File: config.mk
export PLATFORM = sky130hd
export DESIGN_NAME = rv_word_ram
export DESIGN_NICKNAME = d
export VERILOG_FILES = /design/src/source/rv_pkg.sv /design/src/source/rv_word_ram.sv
export SDC_FILE = /design/constraint.sdc
export NUM_CORES = 2
export LEC_CHECK = 0
export BUFFER_PORTS_ARGS = -buffer_cell sky130_fd_sc_hd__buf_2
export CORE_MARGIN = 1.5
export CORE_UTILIZATION = 46
export DETAILED_ROUTE_END_ITERATION = 10
export PLACE_DENSITY = 0.63
export SKIP_CTS_REPAIR_TIMING = 1
export SLEW_MARGIN = 20
export SYNTH_ARGS = -nofsm -noshare
export SYNTH_HDL_FRONTEND = slang
export SYNTH_SLANG_ARGS = --single-unit
File: constraint.sdc
create_clock -name clk -period 4.1 [get_ports clk]
set_clock_uncertainty 0.15 [all_clocks]
set_input_delay 0.205 -clock clk [delete_from_list [all_inputs] [get_ports clk]]
set_output_delay 0.205 -clock clk [all_outputs]
set_load 0.01 [all_outputs]
File: src/source/rv_pkg.sv
// rv_pkg
// shared constants and enums for the five-stage rv32i pipeline

package rv_pkg;

  localparam int xlen      = 32; // datapath width
  localparam int reg_idx_w = 5;  // register index width

  // ecall convention: x17 holds the service code, 10 means exit
  localparam logic [xlen-1:0] ecall_reg = 32'd17;
  localparam logic [xlen-1:0] halt_code = 32'd10;

  // major opcodes in use
  typedef enum logic [6:0] {
    op     = 7'b0110011, // register-register alu
    op_imm = 7'b0010011, // register-immediate alu
    load   = 7'b0000011,
    store  = 7'b0100011,
    system = 7'b1110011  // ecall only
  } opcode_e;

  typedef enum logic [3:0] {
    alu_add = 4'd0,
    alu_sub = 4'd1,
    alu_and = 4'd2,
    alu_or  = 4'd3,
    alu_xor = 4'd4,
    alu_slt = 4'd5,
    alu_sll = 4'd6,
    alu_srl = 4'd7,
    alu_sra = 4'd8
  } alu_op_e;

endpackage
File: src/source/rv_word_ram.sv
// rv_word_ram
// word memory, combinational read and clocked write, for imem and dmem

`timescale 1ns/1ps

module rv_word_ram #(
  parameter int depth = 64
) (
  input  logic                    clk,
  input  logic                    we,
  input  logic [rv_pkg::xlen-1:0] waddr,
  input  logic [rv_pkg::xlen-1:0] wdata,
  input  logic [rv_pkg::xlen-1:0] raddr,
  output logic [rv_pkg::xlen-1:0] rdata
);

  localparam int aw = (depth > 1) ? $clog2(depth) : 1;

  logic [rv_pkg::xlen-1:0] mem [0:depth-1];

  // power-up contents are zero
  initial begin
    for (int i = 0; i < depth; i++) begin
      mem[i] = '0;
    end
  end

  always_ff @(posedge clk) begin
    if (we && (waddr < depth)) mem[waddr[aw-1:0]] <= wdata;
  end

  assign rdata = (raddr < depth) ? mem[raddr[aw-1:0]] : '0; // out of range reads zero

  a_waddr_range : assert property (@(posedge clk) we |-> (waddr < depth))
    else $error("rv_word_ram: write to word %0d beyond depth %0d", waddr, depth);

endmodule

Yosys cells after proc, flatten, opt, wreduce, memory -nomap -nowiden --
Memories as Yosys holds them, arrays and structs flattened. Cells that the tools add are included.
Word-level totals: bits in registers 0, latch bits 0, RAM bits 2048, bits in read-only memories 0, output and inout port bits 32, memories kept 1
Cells by class: add/sub/neg operators 0, multiply operators 0, div/mod/pow operators 0, magnitude comparators 2, eq/ne operators 0, shift-type cells 0, multiplexer cells 3, bitwise operators 0, reduce and logical (&&, ||, !) cells 1
Memories:
- mem | depth 64, bits a word 32, read ports 1, clocked after Yosys merged registers in 0, write ports 1, line rv_word_ram.sv:19 | logic [rv_pkg::xlen-1:0] mem [0:depth-1];
Operator list (number):
- 32-bit by 7-bit < comparator with 1-bit output, second input constant | 2
- 32-bit two-way mux | 1
- 1-bit two-way mux | 2
- 1-bit logical AND | 1

Logic depth before layout (Yosys ltp) --
depth after elaboration 4, depth in mapped cells 11, depth with buffers taken out 5

Least setup slack after synthesis --
Ideal clock, no wire load.
kind input to register, start point input port waddr[23] (netlist name), end point memory mem[63][0] (netlist name), enable pin, setup time 0.421 ns, arrival 2.602 ns, data required time 3.529 ns, slack 0.927 ns, cell stages on the path 5, path buffers 0, path through nor4b_1 -> nand4_1 -> nor3_1 -> nand3_1 -> nor2_1
On the way: word-level cells in the longest chain between the ends 4
RTL lines:
- start, declared | line rv_word_ram.sv:11 | input logic [rv_pkg::xlen-1:0] waddr,
- 32-bit by 7-bit < comparator with 1-bit output | line rv_word_ram.sv:29 | if (we && (waddr < depth)) mem[waddr[aw-1:0]] <= wdata;
- 1-bit logical AND | line rv_word_ram.sv:29
- 1-bit two-way mux | line rv_word_ram.sv:29
- 1-bit two-way mux (implied by the code) | line rv_word_ram.sv:29
- end, declared | line rv_word_ram.sv:19
No other way between the ends.

Worst setup path after layout --
start point input port raddr[0] (netlist name), end point output port rdata[4] (netlist name)
On the way: word-level cells in the longest chain between the ends 2, elaborated cells on any way between the ends 3, classes of those cells order compare (1); mux (1); memory (1)
RTL lines:
- start, declared | line rv_word_ram.sv:13 | input logic [rv_pkg::xlen-1:0] raddr,
- 32-bit by 7-bit < comparator with 1-bit output or memory read 64 x 32 bit (tied branches)
- 32-bit two-way mux (*) | line rv_word_ram.sv:32 | assign rdata = (raddr < depth) ? mem[raddr[aw-1:0]] : '0;
- end, declared | line rv_word_ram.sv:14 | output logic [rv_pkg::xlen-1:0] rdata
Mark *: on every way between the ends. The rest lies on a longest branch, timed or not.

==> impl_metrics.py <==
metrics = {
    "timing": {
        "period_needed_ns": 3.63,
        "max_freq_mhz": 276,
        "rsz0062_at_grt": "false",
        "relSlewSlack_pct": 25.8,
        "hold_viol_final": 5,
        "setup_viol": 0,
        "slew_violations": 0,
        "holdWs_ns": -0.00327,
        "finalCritPeriodShare_pct": 88.5,
        "tightest_slew_ns": 1.11,
        "setup_tns_ns": 0,
    },
    "critical_path": {
        "critPathMaxFanout": 43,
        "critPathTopFamily": "buffers and inverters",
        "slowest_delay_ns": 0.55,
        "crit_slowest_cell": "o21ai_0",
        "crit_buf_inv": 4,
        "crit_type": "input pin to primary output",
        "crit_required_ns": 3.74,
        "cp.arrival_ns": 3.27,
        "critPathLaunchType": "input pin",
        "path_cells": "buf_8, buf_12, buf_12, mux4_2, mux4_2, o21ai_0, a211oi_1, buf_2",
        "worstSetupEndpointType": "primary output",
    },
    "floorplan": {
        "dieArea_mm2": 0.174,
        "start_util_pct": 46.2,
        "pin_count": 130,
        "die_h_um": 418,
        "coreArea_mm2": 0.171,
        "num_rows": 152,
        "die-width_um": 418,
    },
    "clock_tree": {
        "cts_tree": "built",
        "clock-sinks": 2048,
        "cts_root_buf": "clkbuf_16",
        "numCtsBuffers": 199,
        "htreeDepth": 4,
        "clock_path_buffers": 3,
        "clk_pin_slew_ns": 0.06,
    },
    "synth": {
        "synth.yosys.seq_area_share_pct": 77.7,
        "postSynthCellCount": 3410,
        "synth_cell_types": 58,
        "syn_area_mm2": 0.0791,
        "yosysWarnings": 0,
        "synth-seq-cells": 2048,
        "synth_edf_count": 2048,
        "synth-async-reset-ratio_pct": 0,
        "synthFlopType": "edfxtp_1",
        "syn-num-nets": 3508,
        "syn_avg_cell_area_um2": 23.2,
    },
    "global_routing": {
        "grt_pass1_wl_um": 296000,
        "first_global_vias": 38300,
        "antenna_found_initial": 18,
        "grt_max_degree": 65,
        "grt_usage_pct": 24.4,
        "grt_overflow_total": 0,
    },
    "placement": {
        "io_buffers": 129,
        "place_congestion": 0.817,
        "dpl.hpwl_um": 122000,
    },
    "detailed_routing": {
        "remaining_drc_errors": 0,
        "wire_per_inst_um": 34.1,
        "wl_um": 212000,
        "ant_nets": 0,
        "drtIter0Drc": 5124,
        "drt_first_pass_iters": 5,
        "vias": 38500,
        "vias_per_cell": 6.19,
    },
    "min_path": {
        "min_path_cells": 1,
        "holdCritStartpoint": "wdata[22]",
        "hp-class": "input pin to flip-flop",
        "hold_end": "mem[6][22]$_DFFE_PP_",
    },
    "pwr": {
        "powerDensity_mw_per_mm2": 470,
        "total_leakage_power_nw": 28.7,
        "peakVddDrop_mv": 0.403,
    },
    "layout": {
        "area_growth_pct": 14.7,
        "fin_nets": 3914,
        "drive_gt1_share_pct": 30.9,
        "largest_register_ffs": 2048,
        "final_core_util_pct": 53.0,
    },
    "run": {
        "maxCapViolations": 0,
    },
    "outcome": {
        "outcome": "complete, but fails checks",
        "violations": "hold timing",
    },
}
==> how the worst max path moves through the flow <==
stage / from / end / slack, ns / cells after the start
after floorplan: waddr[23] / mem[63][0]$_DFFE_PP_ / 0.93 / 5
after global placement: raddr[0] / rdata[4] / 0.38 / 8
after detailed placement: raddr[0] / rdata[4] / 0.43 / 8
after CTS: raddr[0] / rdata[4] / 0.42 / 8
after global routing: mem[7][24]$_DFFE_PP_ / rdata[24] / 0.38 / 5
final: raddr[0] / rdata[4] / 0.47 / 8
==> power breakdown <==
group          internal, mW  switching, mW  total (mW)
Sequential             23.0  0.00000000160        23.0
Combinational         0.776           1.15        1.93
Clock                  9.93           7.72        17.7
Total                  33.7           8.88        42.6
==> cell type report <==
| class | instances | area [um^2] |
|---|---|---|
| fillers | 13100 | 80400 |
| repair buffers | 397 | 3410 |
| clock inverters | 104 | 981 |
| clock buffers | 255 | 5250 |
| diodes | 7 | 17.5 |
| well taps | 2233 | 2790 |
| flip-flops and latches | 2048 | 61500 |
| inverters | 4 | 15.0 |
| multi-input cells | 1166 | 16800 |
==> metrics by stage <==
| step | hold WS (ns) | area [um^2] | cells | setup slack [ns] | total power, mW |
|---|---|---|---|---|---|
| after floorplan | 0.154 | 79100 | 3410 | 0.927 | 24.6 |
| after global placement | 0.751 | 84100 | 5820 | 0.379 | 25.4 |
| after detailed placement | 0.624 | 84200 | 5821 | 0.428 | 25.4 |
| after CTS | -0.292 | 90400 | 6180 | 0.425 | 42.9 |
| after global routing | 0.00706 | 90700 | 6208 | 0.376 | 43.8 |
| final | -0.00327 | 90700 | 6214 | 0.471 | 42.6 |
==> synth_stat cells, types with 3 or more instances <==
master    number  share of area (%)
nand3_1       11              0.070
nand2b_1      21               0.17
mux4_2       494                 14
o21ai_1        4              0.025
nor2_1        88               0.42
nand4_1        3              0.024
buf_6         22               0.31
a22oi_1        9              0.085
nor3_1         5              0.032
mux2_2         6              0.085
o22a_1         4              0.044
a221o_1        9               0.11
and2_1         3              0.024
edfxtp_1    2048                 78
a32o_1         8               0.10
o221ai_1       7              0.077
buf_1         11              0.052
o22ai_1       15               0.12
nand2_1       28               0.13
a221oi_2       9               0.17
inv_1          3              0.014
nand3b_1       3              0.028
nor2b_1       26               0.21
nor4_1        12              0.095
o21ai_0       22               0.14
a221oi_1      58               0.64
o211ai_1       5              0.047
a21oi_1       26               0.16
buf_4         35               0.33
o21a_1         8              0.076
clkbuf_1      52               0.25
buf_8          6               0.11
o311a_1        7              0.089
buf_12        11               0.28
o31ai_1        9              0.085
mux2i_1      212                2.7
buf_2         54               0.34
a211oi_1      28               0.27
==> routing by layer <==
layer / up-vias / share of wire [%] / track usage [%]
li1: 15500 / - / -
met1: 20900 / 41 / 35.2
met2: 1781 / 48 / 38.9
met3: 317 / 7.9 / 3.92
met4: 2 / 2.7 / 6.98
met5: - / 0.0061 / 0
==> layout by cell type (no fill, tap or decap), types with 48 or more instances in the layout <==
cell / n
edfxtp_1: 2048
buf_4: 216
mux2i_1: 212
buf_2: 104
a221oi_1: 58
mux4_2: 494
clkbuf_16: 202
clkbuf_1: 53
buf_12: 48
nor2_4: 65
==> kinds of logic (layout without fill, tap and decap cells) <==
family,after synthesis,count (layout),synth area share [%]
mux,712,712,16.8
simple gates,208,208,1.27
compound gates,246,246,2.46
buf+inv,196,760,1.70
flops,2048,2048,77.7
other cells,0,7,0
(Power assumes the default switching activity.)
