[src/source/rv_pkg.sv]
// rv_pkg
// shared constants and enums for the five-stage rv32i pipeline

package rv_pkg;

  localparam int xlen      = 32; // datapath width
  localparam int reg_idx_w = 5;  // register index width

  // ecall convention: x17 holds the service code, 10 means exit
  localparam logic [xlen-1:0] ecall_reg = 32'd17;
  localparam logic [xlen-1:0] halt_code = 32'd10;

  // major opcodes in use
  typedef enum logic [6:0] {
    op     = 7'b0110011, // register-register alu
    op_imm = 7'b0010011, // register-immediate alu
    load   = 7'b0000011,
    store  = 7'b0100011,
    system = 7'b1110011  // ecall only
  } opcode_e;

  typedef enum logic [3:0] {
    alu_add = 4'd0,
    alu_sub = 4'd1,
    alu_and = 4'd2,
    alu_or  = 4'd3,
    alu_xor = 4'd4,
    alu_slt = 4'd5,
    alu_sll = 4'd6,
    alu_srl = 4'd7,
    alu_sra = 4'd8
  } alu_op_e;

endpackage
[src/source/rv_regfile.sv]
// rv_regfile
// 32 x 32 register file, x0 tied to zero, same-cycle write bypass

`timescale 1ns/1ps

module rv_regfile (
  input  logic                         clk,
  input  logic                         arst_n,
  input  logic [rv_pkg::reg_idx_w-1:0] rs1,
  input  logic [rv_pkg::reg_idx_w-1:0] rs2,
  input  logic [rv_pkg::reg_idx_w-1:0] rd,
  input  logic [rv_pkg::xlen-1:0]      rd_din,
  input  logic                         we,
  output logic [rv_pkg::xlen-1:0]      rs1_dout,
  output logic [rv_pkg::xlen-1:0]      rs2_dout,
  output logic [rv_pkg::xlen-1:0]      print_reg [0:31]
);

  logic [rv_pkg::xlen-1:0] regs [0:31];
  logic                    wr_valid;
  logic                    rs1_hit;
  logic                    rs2_hit;

  assign wr_valid = we && (rd != '0); // x0 never written

  always_ff @(posedge clk or negedge arst_n) begin
    if (!arst_n) begin
      for (int i = 0; i < 32; i++) begin
        regs[i] <= '0;
      end
    end else if (wr_valid) begin
      regs[rd] <= rd_din;
    end
  end

  // value retiring in wb is visible to decode this cycle
  assign rs1_hit  = wr_valid && (rd == rs1);
  assign rs2_hit  = wr_valid && (rd == rs2);
  assign rs1_dout = rs1_hit ? rd_din : regs[rs1];
  assign rs2_dout = rs2_hit ? rd_din : regs[rs2];

  assign print_reg = regs; // debug view

endmodule

[config.mk]
export PLATFORM = sky130hd
export DESIGN_NAME = rv_regfile
export DESIGN_NICKNAME = d
export VERILOG_FILES = /design/src/source/rv_pkg.sv /design/src/source/rv_regfile.sv
export SDC_FILE = /design/constraint.sdc
export NUM_CORES = 2
export LEC_CHECK = 0
export BUFFER_PORTS_ARGS = -buffer_cell sky130_fd_sc_hd__buf_2
export CAP_MARGIN = 20
export CORE_AREA = 4 4 441 443
export DETAILED_ROUTE_END_ITERATION = 8
export DIE_AREA = 0 0 445 447
export SYNTH_ARGS = -nofsm -noshare
export SYNTH_HDL_FRONTEND = slang
export SYNTH_SLANG_ARGS = --single-unit
[constraint.sdc]
create_clock -name clk -period 3.2 [get_ports clk]
set_input_delay 0.32 -clock clk [delete_from_list [all_inputs] [get_ports clk]]
set_output_delay 0.32 -clock clk [all_outputs]
set_load 0.03 [all_outputs]
Yosys cells after proc, flatten, opt, wreduce, memory -nomap -nowiden
Cells that the tools add are included.

storage, ports and cells
  memory bits (read-only) = 0
  flip-flop bits (word level) = 1024
  memories = 0
  word-level logic and storage cells = 57
  output and inout port bits = 1088
  bits in writable memories = 0
  input bits = 50
  latch bits = 0

cells by class
  add/sub/neg operators = 0
  magnitude comparators = 4
  $mul = 0
  equal/unequal tests = 2
  bitwise gates (word level) = 3
  reductions and logical operators = 5
  shift-type cells = 0
  divide/modulo/power cells = 0
  mux-type cells = 11

operators with widths
  cell                                                         number
  bitwise mux 1024 bit                                         1
  binary-select mux 32 bit (select 5 bit)                      2
  2-to-1 mux 32 bit                                            7
  demux 32 bit (select 5 bit)                                  1
  >= comparator 6 bit (second input constant)                  3
  inverter 5 -> 6 bit                                          3
  == test 5 bit                                                2
  less-than comparator 6 x 1 -> 1 bit (second input constant)  1
  nonzero test 5 bit                                           1
  logical AND 1 bit                                            4

Logic depth before layout (Yosys ltp)
  word-level depth = 6
  mapped depth = 8
  gate-level depth less buffers = 5

Worst setup path after synthesis
Ideal clock, no wire load.

  path kind = in2out
  start point = input rs2[0] in the netlist's numbering
  end point = output rs2_dout[29] in the netlist's numbering
  arrival time = 2.156 ns
  stages on the path = 7
  setup slack = 0.724 ns
  path buffers = 3
  path through = buf_2 buf_4 buf_4 mux4_2 o22ai_1 or4_1 o21ai_1

on the way
  cells in the longest elaborated chain, start to end = 5
  elaborated cells on any way between the ends = 7

ends and longest elaborated chain
  item                                                  RTL line          text
  start, declared                                       rv_regfile.sv:10  input logic [rv_pkg::reg_idx_w-1:0] rs2,
  inverter 5 -> 6 bit (not written as such)             rv_regfile.sv:40  assign rs2_dout = rs2_hit ? rd_din : regs[rs2];
  binary-select mux 32 bit (select 5 bit)               rv_regfile.sv:40
  2-to-1 mux 32 bit (not written as such) (2 in a row)  rv_regfile.sv:40
  2-to-1 mux 32 bit (*)                                 rv_regfile.sv:40
  end, declared                                         rv_regfile.sv:15  output logic [rv_pkg::xlen-1:0] rs2_dout,

Every way passes the cells marked *; elsewhere a longest branch is shown, timed or not. The select of a mux whose other input is x is not followed.

Worst setup path after layout
  start point = register regs (netlist bit print_reg[937])
  end point = output rs2_dout[9] in the netlist's numbering

on the way
  cells in the longest elaborated chain, start to end = 4

ends and longest elaborated chain
  item                                                  RTL line          text
  start, declared                                       rv_regfile.sv:19  logic [rv_pkg::xlen-1:0] regs [0:31];
  start signal, assigned by index                       rv_regfile.sv:32  regs[rd] <= rd_din;
  binary-select mux 32 bit (select 5 bit)               rv_regfile.sv:40
  2-to-1 mux 32 bit (not written as such) (2 in a row)  rv_regfile.sv:40
  2-to-1 mux 32 bit                                     rv_regfile.sv:40

No other way between the ends. The select of a mux whose other input is x is not followed.

==> metrics.txt <==
status=complete, no violations; Setup crit end kind=output port; gp weighted congestion=~1; Area growth, synth to finish=28.2%; fin cells=~7200; Simple-Gate Fraction of Synth Area=2.07%; first-pass GRT wire length=between 300000 and 400000 µm; Compound-Gate Fraction of Synth Area=between 3 and 4%; post-synthesis adder-cell area fraction=0%; post-synth top area cell=dfrtp_1; synthesis-stage register bit count=around 1000; synth unique cells=between 40 and 50; drt first pass iters=8; Synth Instances=approximately 3500; Post-synth top cells=dfrtp_1 (1024), mux2_2 (630), mux4_2 (511), mux2_1 (363), o22ai_1 (248); worst-margin pin slew=1.04 ns; R2R setup slack=between 2 and 2.5 ns; Hold Path Class=primary input to asynchronous set/reset pin; post-synthesis xor/xnor area fraction=less than 1%; Fillers=~18000; Clock Tree Root=clkbuf_16; htree depth=4; DRT iter0 DRCs=~4600; # rows=160; Mapped Avg Cell Area=between 15 and 20 µm²; count of final max-slew check failures=0; final hold vios=0; pwr/cell area=~740 nW/µm²; EDFF count, synth=0; most common cell in the netlist=dfrtp_1; Primary FF master, synth=dfrtp_1; clk_lat worst skew=~0.78 ns; max_cap viols=0; overall routing resource usage=just under 30%; Core Area=between 150000 and 200000 µm²; FMAX=approximately 310 MHz; setup violators final=0; Starting Density=28.1%; worst setup margin=between 0.008 and 0.009 ns; Reg clk slew, reported paths=0.06 ns; critical path peak fanout=4; number of cells after detailed placement=between 6000 and 7000; Yosys warning total=0; Max-slew headroom=30.4%; vias in the first global route=~42000; CP arrival=2.87 ns; LEAKAGE=about 32 nW; I/O pins=between 1000 and 1500; clock buffer depth=3; Die H=roughly 450 µm; Final ANT Viol Nets=0; Inserted Clock Buffers=~130; DP Worst Slack=just under 0.04 ns; antenna violations before repair=38; Die Span X=between 400 and 500 µm; Vias/cell=about 6; I/O Buffers=1137; ys async rst share=between 90% and 100%; synthesized area=between 50000 and 60000 µm²; top post-synthesis cells by area=dfrtp_1 (48%), mux4_2 (22%), mux2_2 (13%); total grt overflow=0; fin crit period=about 3.2 ns; largest net degree at the start of global routing=87; TritonCTS Sinks=about 1000; WL final=between 300000 and 400000 µm; Max IR drop VDD=approximately 0.43 mV; skew final=0 ns; CTS tree=yes; max reg flops=~1000; DIE AREA=~200000 µm²; sequential share of the synthesized area=between 40% and 50%; dpl hpwl=around 220000 µm; RSZ-0062 raised after global routing=yes; via count=43200; Setup CP Type=flop to output port; per-cell routed wire length=about 42 µm; post-synthesis mux area share=42.6%; DRC=0; largest family of logic cells by synthesized area=multiplexers; final cycle utilization of the critical path=99.7%; layout cells sized above 1=around three fifths; area share of the largest cell type after synthesis=about 48%; Startpoint Class=flop; Post-Syn Nets=3533; Worst EP required=between 2 and 3 ns; post-layout net count=about 4600
==> layer usage <==
metal	vias to the layer above	part of all wire (%)	global-route usage, %	wire length, µm
met2	3062	44	44.3	133000
met1	23300	38	37.2	114000
met5	-	0.029	0	89
li1	16000	-	-	-
met3	796	11	9.88	33000
met4	14	7.6	17.7	22900
==> cell families (layout without fill, tap and decap cells) <==
| group | Yosys count | after routing |
|---|---|---|
| AO/OA/AOI/OAI | 320 | 320 |
| XOR/XNOR | 10 | 10 |
| buffers and inverters | 415 | 1624 |
| flip-flops | 1024 | 1024 |
| multiplexers | 1510 | 1510 |
| other | 0 | 13 |
| AND/OR/NAND/NOR | 204 | 204 |
==> critical path, cell delays in order (launching register included) <==
cell and delay (ns):
dfrtp_1 0.44, mux4_2 0.50, o22ai_1 0.53, or4_4 0.30
o21ai_1 0.09, clkbuf_4 0.20
==> cell type report <==
| type | instances | area (µm²) | area share, % |
|---|---|---|---|
| antenna | 13 | 32.5 | 0.0475 |
| clock buffer | 185 | 3860 | 5.63 |
| clock inverter | 44 | 429 | 0.627 |
| inverter | 3 | 11.3 | 0.0164 |
| multi-input combinational | 2044 | 26500 | 38.7 |
| sequential | 1024 | 25700 | 37.4 |
| tap | 2511 | 3140 | 4.59 |
| timing repair buffer | 1392 | 8880 | 13.0 |
==> what timing repair did <==
action	CTS	global route
endpoints found under the hold margin	52	0
resized for setup	65	20
setup buffers	1	4
pin swaps	1	4
setup endpoints to repair	29	15
hold buffers	4	0
==> placed cells by master, fill, tap and decap left out, types with 4 or more instances in the layout <==
cell,Yosys,layout
bufinv_16,0,4
mux2_2,630,629
o21ai_2,0,14
diode_2,0,13
buf_12,0,95
mux4_2,511,511
buf_8,0,5
nand3_4,0,5
inv_6,0,5
o21ai_4,0,4
dlygate4sd3_1,0,4
nand2_1,83,63
clkbuf_8,0,27
o21ai_1,62,44
or4_4,0,10
nor3b_1,4,4
dfrtp_2,0,21
mux2_1,363,363
clkbuf_4,1,4
nor2_4,0,16
clkinvlp_4,0,6
dfrtp_1,1024,1003
nand3b_1,7,7
o22ai_1,248,234
or4_1,62,52
nand2_4,0,20
clkinv_2,0,21
nand3_1,10,4
xnor2_1,6,6
buf_2,87,1122
clkbuf_16,0,136
o22ai_2,0,13
nor2_1,22,6
xor2_1,4,4
clkbuf_1,220,22
buf_4,36,161
mux2i_1,6,6
==> through the flow <==
step                util, %  hold WS (ns)  TNS (ns)  area (µm²)  total power [W]
floorplan                 -        0.0244         0       53400           0.0281
global placement       33.6         0.366  -0.00187       63800           0.0356
detailed placement     33.6         0.377         0       63800           0.0358
CTS                    36.0        0.0113   -0.0531       68400           0.0511
global route           36.0        0.0546   -0.0725       68500           0.0524
finish                 36.1        0.0549         0       68500           0.0510
==> path summary, 6_finish.rpt <==
| path | end | depth (start not counted) | startpoint |
|---|---|---|---|
| setup / recovery | rs2_dout[9] | 5 | print_reg[937] |
| hold / removal | print_reg[904] | 2 | arst_n |
| setup reg to reg | print_reg[310] | 2 | print_reg[310] |
| hold reg to reg | print_reg[993] | 0 | print_reg[993] |
| max in group asynchronous | print_reg[631] | 3 | arst_n |
| min in group clk | print_reg[764] | 2 | rd_din[28] |
==> power by group <==
part | switching, W | internal, W | leakage [nW] | total [W]
registers | 0.00324 | 0.0154 | 13.1 | 0.0187
clock network | 0.00626 | 0.00874 | 2.11 | 0.0150
logic | 0.0111 | 0.00617 | 16.6 | 0.0173
total | 0.0206 | 0.0303 | 31.9 | 0.0510
Power figures use the tool's default switching activity.
