--- config.mk ---
export PLATFORM = sky130hd
export DESIGN_NAME = rv_hazard_unit
export DESIGN_NICKNAME = d
export VERILOG_FILES = /design/src/source/rv_pkg.sv /design/src/source/rv_hazard_unit.sv
export SDC_FILE = /design/constraint.sdc
export NUM_CORES = 1
export LEC_CHECK = 0
export CAP_MARGIN = 0
export CORE_AREA = 3 3 40 42
export DETAILED_ROUTE_END_ITERATION = 6
export DIE_AREA = 0 0 43 45
export DONT_BUFFER_PORTS = 1
export PLACE_DENSITY = 0.34
export SYNTH_ARGS = -nofsm -noshare
export SYNTH_HDL_FRONTEND = slang
export SYNTH_SLANG_ARGS = --single-unit
export TNS_END_PERCENT = 20
--- constraint.sdc ---
create_clock -name vclk -period 1.6
set_input_delay 0.08 -clock vclk [all_inputs]
set_output_delay 0.08 -clock vclk [all_outputs]
set_load 0.1 [all_outputs]
--- src/source/rv_pkg.sv ---
// rv_pkg
// shared constants and enums for the five-stage rv32i pipeline

package rv_pkg;

  localparam int xlen      = 32; // datapath width
  localparam int reg_idx_w = 5;  // register index width

  // ecall convention: x17 holds the service code, 10 means exit
  localparam logic [xlen-1:0] ecall_reg = 32'd17;
  localparam logic [xlen-1:0] halt_code = 32'd10;

  // major opcodes in use
  typedef enum logic [6:0] {
    op     = 7'b0110011, // register-register alu
    op_imm = 7'b0010011, // register-immediate alu
    load   = 7'b0000011,
    store  = 7'b0100011,
    system = 7'b1110011  // ecall only
  } opcode_e;

  typedef enum logic [3:0] {
    alu_add = 4'd0,
    alu_sub = 4'd1,
    alu_and = 4'd2,
    alu_or  = 4'd3,
    alu_xor = 4'd4,
    alu_slt = 4'd5,
    alu_sll = 4'd6,
    alu_srl = 4'd7,
    alu_sra = 4'd8
  } alu_op_e;

endpackage
--- src/source/rv_hazard_unit.sv ---
// rv_hazard_unit
// raw check of decode sources against ex and mem destinations, no forwarding

`timescale 1ns/1ps

module rv_hazard_unit (
  input  logic [rv_pkg::reg_idx_w-1:0] rs1_id,
  input  logic [rv_pkg::reg_idx_w-1:0] rs2_id,
  input  logic                         rs2_used,
  input  logic                         ex_we,
  input  logic                         mem_we,
  input  logic [rv_pkg::reg_idx_w-1:0] ex_rd,
  input  logic [rv_pkg::reg_idx_w-1:0] mem_rd,
  output logic                         stall
);

  logic rs1_busy;
  logic rs2_busy;

  // source waits on a write still in ex or mem
  function automatic logic pending(input logic [rv_pkg::reg_idx_w-1:0] rs);
    logic ex_hit;
    logic mem_hit;
    ex_hit  = ex_we && (ex_rd == rs);
    mem_hit = mem_we && (mem_rd == rs);
    return (rs != '0) && (ex_hit || mem_hit);
  endfunction

  assign rs1_busy = pending(rs1_id);            // rs1 always read, x17 on ecall
  assign rs2_busy = rs2_used && pending(rs2_id);
  assign stall    = rs1_busy || rs2_busy;

endmodule

## Word level (Yosys, flattened, before mapping)

Index checks and enable logic that the tools add are counted.

- Output and inout bits: 1
- Input port bits: 23
- Word-level logic and storage cells: 16
- Register bits: 0

- Eq/ne operators: 4
- Reductions and logical operators: 12

Operators by type and width:

| kind | number |
|---|---|
| equality test 5 bit | 4 |
| nonzero test 5 bit | 2 |
| logical AND 1 bit | 7 |
| logical OR 1 bit | 3 |

## Logic depth before layout (Yosys ltp)

Gate-level depths: netlist of run 1.

- Word-level depth: 6
- Mapped depth: 4
- Gate-level depth less buffers: 4

## Worst setup path after synthesis of run 1

No wires, ideal clock.

- Path kind: input to output
- Start: input rs1_id[4] (netlist bit)
- End: output stall
- Stages on the path: 4
- Path buffers: 0
- Arrival: 2.083 ns
- Data required time: 1.520 ns
- Slack: -0.563 ns
- Path through: xor2_1 nor4_1 a32oi_1 o22ai_1

- Longest elaborated chain between the ends: 5
- Elaborated cells between the ends (all ways): 8
- Those cells by class: eq/ne (2); reduce/logical (6)

RTL lines:

| item | line | text |
|---|---|---|
| start: declaration | rv_hazard_unit.sv:7 | `input logic [rv_pkg::reg_idx_w-1:0] rs1_id,` |
| equality test 5 bit, on equally long branches | rv_hazard_unit.sv:24, rv_hazard_unit.sv:25 |  |
| logical AND 1 bit, on equally long branches | rv_hazard_unit.sv:24, rv_hazard_unit.sv:25 |  |
| logical OR 1 bit | rv_hazard_unit.sv:26 | `return (rs != '0) && (ex_hit \|\| mem_hit);` |
| logical AND 1 bit (*) | rv_hazard_unit.sv:26 |  |
| logical OR 1 bit (*) | rv_hazard_unit.sv:31 | `assign stall = rs1_busy \|\| rs2_busy;` |
| end: declaration | rv_hazard_unit.sv:14 | `output logic stall` |

Every way passes the cells marked *; elsewhere a longest branch is shown, timed or not.

## Worst setup path after layout of run 1

- Start: input rs2_id[0] (netlist bit)
- End: output stall

- Longest elaborated chain between the ends: 6
- Elaborated cells between the ends (all ways): 9
- Those cells by class: eq/ne (2); reduce/logical (7)

RTL lines:

| item | line | text |
|---|---|---|
| start: declaration | rv_hazard_unit.sv:8 | `input logic [rv_pkg::reg_idx_w-1:0] rs2_id,` |
| equality test 5 bit, on equally long branches | rv_hazard_unit.sv:24, rv_hazard_unit.sv:25 |  |
| logical AND 1 bit, on equally long branches | rv_hazard_unit.sv:24, rv_hazard_unit.sv:25 |  |
| logical OR 1 bit | rv_hazard_unit.sv:26 |  |
| logical AND 1 bit (*) | rv_hazard_unit.sv:26 |  |
| logical AND 1 bit (*) | rv_hazard_unit.sv:30 | `assign rs2_busy = rs2_used && pending(rs2_id);` |
| logical OR 1 bit (*) | rv_hazard_unit.sv:31 |  |

Marks and branches as above.

==> results.toml, run 1 <==
[hold_path]
hold_class = "in -> out"

[floorplanning]
io_pins = 24
placement_rows = 13
dieHeight_um = 45
die_x_um = 43
start_util_pct = 20.3
core_um2 = 1280
die-area_um2 = 1940

[outcome]
status = "finished, final reports clean"

[global_route]
grt_pass1_vias = 302
grt_max_degree = 4
gr-usage-all-layers_pct = 8.54
grt_antenna_before_repair = 0
grt_pass1_wl_um = 1330
grt_overflow = 0

[sta]
rsz0062_at_grt = "false"
post-route-period-util_pct = 71.7
slew_violations = 0
finalSetupViolations = 0
worst_pin_slew_ps = 284
hold_viol = 0
tns_ps = 0
layout_min_cycle_time_ps = 1150
slew_headroom_pct = 80.9
max_freq_ghz = 0.871

[clock_tree]
post_cts_buffers = 0
cts_hold_buf = 0
post_cts_resize_count = 0

[worst_setup_path]
cpPeakStageDelay_ps = 530
cp_slowest_cell = "or4_1"
crit_path_end_kind = "output pin"
crit_path_start = "rs2_id[0]"
required_ps = 1520
critPathCapture = "stall"
startpoint_type = "input port"
worst-path-stages = 4
worstPathCellList = "or4_1 > o21ai_1 > o22ai_2 > buf_12"
cp.buffers_inverters = 1
worst_ep_arrival_time_ps = 1070
worstSetupPathType = "in -> out"
cpLargestDelayFamily = "simple AND/OR/NAND/NOR gates"
path_max_fanout = 3

[final_layout]
fin_nets = 59
diodes = 0
area_delta_synth_final_pct = 17.3
nFlopsAndLatches = 0
instances_no_fill = 49
seqCellArea_um2 = 0
final_util_pct = 23.8
nFillCells = 153
n_clock_buffer = 0
drive_above_1_share_pct = 5.88

[logic_synthesis]
syn_nets = 56
synth_cells = 33
syn_area_um2 = 260
syn_area_per_cell_um2 = 7.89
ys_seq_area_share_pct = 0
yosysUniqueCellTypes = 9
yosys_warnings = 0

[flow_run]
drv_cap = 0

[detailed_routing]
postRouteAntennaNets = 0
route.detailed.drc = 0
vias = 247
vias_per_cell = 5.04
finalWirelength_um = 787
firstDrtPassIters = 1
first_iter_violations = 0
wl_per_cell_um = 16.1

[pwr]
power_density_nw_per_um2 = 218
leakage_uw = 0.000103
irDropWorstVdd_mv = 0.0555

[placed_design]
placed_cells = 49
hpwlAfterDp_um = 745
io_buffers = 0
place_congestion = 0.718
layout by cell type (no fill, tap or decap):
cell type	n
a32oi_1	2
o22ai_2	1
xnor2_1	4
xor2_1	16
nor4_1	4
nor2_1	1
or4_1	2
buf_12	1
and2_1	2
o21ai_1	1
worst min-delay path by stage:
stage | depth (start not counted) | slack [ps] | from | endpoint
floorplan | 2 | 610 | rs2_used | stall
global placement | 3 | 520 | rs2_used | stall
detailed placement | 3 | 520 | rs2_used | stall
CTS | 3 | 520 | rs2_used | stall
global route | 3 | 550 | rs2_used | stall
finish | 3 | 520 | rs2_used | stall
kinds of logic after synthesis:
kind of cell              synth area share [%]
AOI/OAI and AO/OA                         11.1
and+or+nand+nor                           21.6
xor gates and xnor gates                  67.3
cells in the mapped netlist:
cell	count	share of area, %
a32oi_1	2	6.7
and2_1	2	4.8
o21ai_1	1	1.9
nor4_1	4	9.6
o22ai_1	1	2.4
nor2_1	1	1.4
xnor2_1	4	13
xor2_1	16	54
or4_1	2	5.8
stage by stage:
stage / hold WS (ps) / cell area, um2 / power [uW] / worst slack (ps)
5_1_grt: 553 / 305 / 75.1 / 323
3_5_place_dp: 520 / 305 / 67.4 / 453
3_3_place_gp: 523 / 305 / 68.6 / 436
4_1_cts: 521 / 305 / 67.9 / 450
2_1_floorplan: 608 / 267 / 54.1 / 50.9
6_report: 518 / 305 / 66.6 / 452
per-layer routing:
metal	wire length (um)	global-route usage (%)
met1	282	10.0
met2	363	14.7
met3	140	4.78
met4	0	0
met5	0	0
power by group:
group	internal [uW]	switching [uW]	total [uW]
Sequential	0	0	0
Clock	0	0	0
Combinational	35.9	30.8	66.6
final cells by class:
type                            instances  area [um2]  share of cell area (%)
Multi-Input combinational cell         33         267                    87.3
Timing Repair Buffer                    1        20.0                    6.56
Tap cell                               15        18.8                    6.15
Note: power is estimated with default switching activity, not from simulation.
==> run 2, diff against run 1 <==
--- a/config.mk
+++ b/config.mk
@@ -10,7 +10,7 @@
 export DETAILED_ROUTE_END_ITERATION = 6
 export DIE_AREA = 0 0 43 45
 export DONT_BUFFER_PORTS = 1
-export PLACE_DENSITY = 0.34
+export PLACE_DENSITY = 0.35
 export SYNTH_ARGS = -nofsm -noshare
 export SYNTH_HDL_FRONTEND = slang
 export SYNTH_SLANG_ARGS = --single-unit
==> constraint.sdc (replaced) <==
create_clock -name vclk -period 1.01
set_input_delay 0.0505 -clock vclk [all_inputs]
set_output_delay 0.0505 -clock vclk [all_outputs]
set_load 0.1 [all_outputs]
==> run 2 against run 1 <==
  * The flow now finishes with violations (negative setup slack)
  * Largest cell class unchanged
  * First-iteration DRC count increased by 1
  * Design area increased by 12%
  * Combinational power increased by 85%
  * Core utilization increased by 2.8 points
  * Global-route usage decreased by 0.25 points
  * Via count increased by 2.4%
  * Wire length increased by 4.7%
  * Critical endpoint unchanged
  * Non-clock buffer count unchanged
  * Cell count unchanged
==> results.toml, run 2 (synthesis gave the netlist of run 1 again) <==
[final_layout]
final_util_pct = 26.6
final_cell_mix = "16 x xor2_1, 4 x xnor2_1, 3 x nor4_2"
layout.cells.most_common = "xor2_1"
n_clock_buffer = 0
seqCellArea_um2 = 0
drive_above_1_share_pct = 23.5
nFlopsAndLatches = 0
fin_nets = 59
nFillCells = 138
multi_input_area_um2 = 303
diodes = 0
area_delta_synth_final_pct = 31.2

[detailed_routing]
postRouteAntennaNets = 0
vias_per_cell = 5.16
first_iter_violations = 1
firstDrtPassIters = 2
wl_per_cell_um = 16.8
finalWirelength_um = 824
vias = 253
route.detailed.drc = 0

[floorplanning]
start_util_pct = 20.3
die-area_um2 = 1940
die_x_um = 43
dieHeight_um = 45
io_pins = 24
placement_rows = 13
core_um2 = 1280

[global_route]
gr-usage-all-layers_pct = 8.29
grt_pass1_vias = 292
grt_max_degree = 4
grt_overflow = 0
grt_pass1_wl_um = 1260
grt_antenna_before_repair = 0

[worst_setup_path]
crit_path_start = "rs2_id[0]"
worstSetupPathType = "in -> out"
worstPathCellList = "or4_4 > o21ai_2 > o22ai_4 > buf_12"
required_ps = 960
startpoint_type = "input port"
critPathCapture = "stall"
crit_path_end_kind = "output pin"
path_max_fanout = 3
worst-path-stages = 4
worst_ep_arrival_time_ps = 1050
cpLargestDelayFamily = "simple AND/OR/NAND/NOR gates"
cpPeakStageDelay_ps = 510
cp.buffers_inverters = 1
cp_slowest_cell = "or4_4"

[pwr]
irDropWorstVdd_mv = 0.0868
leakage_uw = 0.000105
power_density_nw_per_um2 = 359

[sta]
post-route-period-util_pct = 109
slew_violations = 0
rsz0062_at_grt = "true"
slew_headroom_pct = 80.5
fin_ws_ps = -91.4
finalSetupViolations = 1
finalHoldWorstSlack_ps = 416
hold_viol = 0
worst_pin_slew_ps = 292
layout_min_cycle_time_ps = 1100
max_freq_ghz = 0.908

[placed_design]
io_buffers = 0
pre_cts_slack_ps = -163
place_congestion = 0.666

[outcome]
violations = "negative setup slack"
status = "finished with violations"

[hold_path]
hold_class = "in -> out"

[clock_tree]
cts_hold_buf = 0

[flow_run]
drv_cap = 0
-- run 2: area by class of cell --
type               instances  area share [%]
multi-input cells         33            88.6
well taps                 15            5.49
repair buffers             1            5.86
-- run 2: worst min-delay path by stage --
stage                   start    end  slack [ps]  cells after the start
floorplan            rs2_used  stall         460                      2
global placement    rs1_id[1]  stall         480                      3
detailed placement  rs1_id[1]  stall         480                      3
CTS                  rs2_used  stall         420                      3
global route         rs2_used  stall         430                      3
finish               rs2_used  stall         420                      3
-- run 2: timing repair --
| item | 4_1_cts | 5_1_grt |
|---|---|---|
| gates resized for setup | 3 | 3 |
| setup buffers | 0 | 0 |
| setup endpoints to repair | 1 | 1 |
| pin swaps | 2 | 1 |
-- run 2: per-layer routing --
layer  vias to the layer above  global-route usage, %  wire length (um)
li1                        122                      -                 -
met1                       112                   8.33               258
met2                        19                   14.7               393
met3                         0                   6.37               172
met4                         0                      0                 0
met5                         -                      0                 0
-- run 2: metrics by stage --
step                total power (uW)  cell area (um2)  std cells  setup TNS (ps)
floorplan                       89.1              274         33            -232
global route                     135              342         49            -134
finish                           123              342         49           -91.4
global placement                 110              313         49            -164
CTS                              119              329         49            -129
detailed placement               109              313         49            -163
-- run 2: power by group --
| group | internal (uW) | switching (uW) |
|---|---|---|
| clock | 0 | 0 |
| combinational | 62.5 | 60.2 |
| sequential | 0 | 0 |
| total | 62.5 | 60.2 |
==> run 3, diff against run 2 <==
--- a/config.mk
+++ b/config.mk
@@ -5,12 +5,13 @@
 export SDC_FILE = /design/constraint.sdc
 export NUM_CORES = 1
 export LEC_CHECK = 0
+export ABC_AREA = 1
 export CAP_MARGIN = 0
 export CORE_AREA = 3 3 40 42
 export DETAILED_ROUTE_END_ITERATION = 6
 export DIE_AREA = 0 0 43 45
 export DONT_BUFFER_PORTS = 1
-export PLACE_DENSITY = 0.35
+export PLACE_DENSITY = 0.47
 export SYNTH_ARGS = -nofsm -noshare
 export SYNTH_HDL_FRONTEND = slang
 export SYNTH_SLANG_ARGS = --single-unit
==> run 3 against run 2 <==
  * The flow now finishes without violations
  * Count of clock-buffer cells in the layout unchanged
  * Largest cell class unchanged
  * Critical endpoint unchanged
  * Synthesized area is 55% higher
  * Global-route usage is 3.2 points higher
==> results.toml, run 3 <==
[worst_setup_path]
startpoint_type = "input port"
cp.buffers_inverters = 3
cpLargestDelayFamily = "buffers and inverters"
crit_path_end_kind = "output pin"
cpPeakStageDelay_ps = 160
worst-path-stages = 7
crit_path_start = "rs2_id[0]"
worstPathCellList = "inv_1 > nand4_1 > o21ai_0 > inv_1 > nand2_1 > nand2_2 > buf_12"
path_max_fanout = 5
cp_common_cell = "inv_1"
worst_ep_arrival_time_ps = 790
required_ps = 960
cp_slowest_cell = "o21ai_0"
worstSetupPathType = "in -> out"

[sta]
tns_ps = 0
rsz0062_at_grt = "false"
max_freq_ghz = 1.19
hold_viol = 0
worst_pin_slew_ps = 177
finalSetupViolations = 0
layout_min_cycle_time_ps = 838
fin_ws_ps = 172
slew_violations = 0
slew_headroom_pct = 88.1
post-route-period-util_pct = 82.9

[final_layout]
multi_input_area_um2 = 330
instances_no_fill = 120
nFlopsAndLatches = 0
diodes = 0
nFillCells = 169
drive_above_1_share_pct = 2.86
layout.cells.most_common = "nand2_1"
final_cell_mix = "58 x nand2_1, 19 x inv_1, 16 x nor2_1"
seqCellArea_um2 = 0
fin_nets = 130
final_util_pct = 34.6
area_delta_synth_final_pct = 10.2
n_clock_buffer = 0

[detailed_routing]
vias_per_cell = 4.54
route.detailed.drc = 0
wl_per_cell_um = 9.43
vias = 545
postRouteAntennaNets = 0
first_iter_violations = 17
firstDrtPassIters = 4
finalWirelength_um = 1130

[floorplanning]
io_pins = 24
core_um2 = 1280
die_x_um = 43
dieHeight_um = 45
placement_rows = 13
die-area_um2 = 1940
start_util_pct = 31.4

[placed_design]
pre_cts_slack_ps = 162
placed_cells = 120
place_congestion = 0.818
hpwlAfterDp_um = 1030
io_buffers = 0

[global_route]
grt_overflow = 0
grt_antenna_before_repair = 0
gr-usage-all-layers_pct = 11.4
grt_pass1_vias = 478
grt_max_degree = 6
grt_pass1_wl_um = 1810

[clock_tree]
post_cts_resize_count = 0
cts_hold_buf = 0
post_cts_buffers = 0

[hold_path]
min_path_cells = 5
hold_class = "in -> out"
hold_start = "rs1_id[2]"

[logic_synthesis]
synth_top_area_cell = "nand2_1"
ys_seq_area_share_pct = 0
synthTopCellsByCount = "59 x nand2_1, 19 x inv_1, 16 x nor2_1"
yosysMostFrequentCell = "nand2_1"
yosysUniqueCellTypes = 8
syn_nets = 127
syn_area_um2 = 403
synth.top_cell.area_share_pct = 55.0
syn_area_per_cell_um2 = 3.87
yosys-top-cells-area = "nand2_1 55%, inv_1 18%, nor2_1 15%"
synth_cells = 104
yosys_warnings = 0

[pwr]
irDropWorstVdd_mv = 0.0696
power_density_nw_per_um2 = 348
leakage_uw = 0.000329
total_power_uw = 155

[flow_run]
drv_cap = 0

[outcome]
status = "finished, final reports clean"
==> run 3: path summary, 6_finish.rpt <==
path     to  slack (ps)
max   stall         170
min   stall         490
==> run 3: kinds of logic after synthesis <==
group,count (synthesis),synth area share [%]
buf+inv,20,18.6
simple gates,82,78.9
compound gates,2,2.48
==> run 3: metrics by stage <==
stage / instance area [um2] / hold WS, ps
2_1_floorplan: 405 / 554
3_3_place_gp: 444 / 496
3_5_place_dp: 444 / 497
4_1_cts: 444 / 497
5_1_grt: 444 / 522
6_report: 444 / 493
==> run 3: final cells by class <==
cell class,instances,area share (%)
Multi-Input combinational cell,84,74.4
Tap cell,15,4.23
Inverter,20,16.9
Timing Repair Buffer,1,4.51
==> run 3: report_power, final <==
part,switching [uW],internal (uW)
combinational,95.5,59.1
clock,0,0
sequential,0,0
total,95.5,59.1
==> run 3: worst min-delay path, delay by kind of cell <==
kind	cells	cell delay (ps)
simple gates	4	220
buf+inv	1	170
==> run 3: per-layer routing <==
metal	GRT usage, %	up-vias	share of wire (%)
met4	0	0	0
met1	14.5	222	43
met2	21.6	18	49
met3	1.99	0	8.2
met5	0	-	0
li1	-	305	-
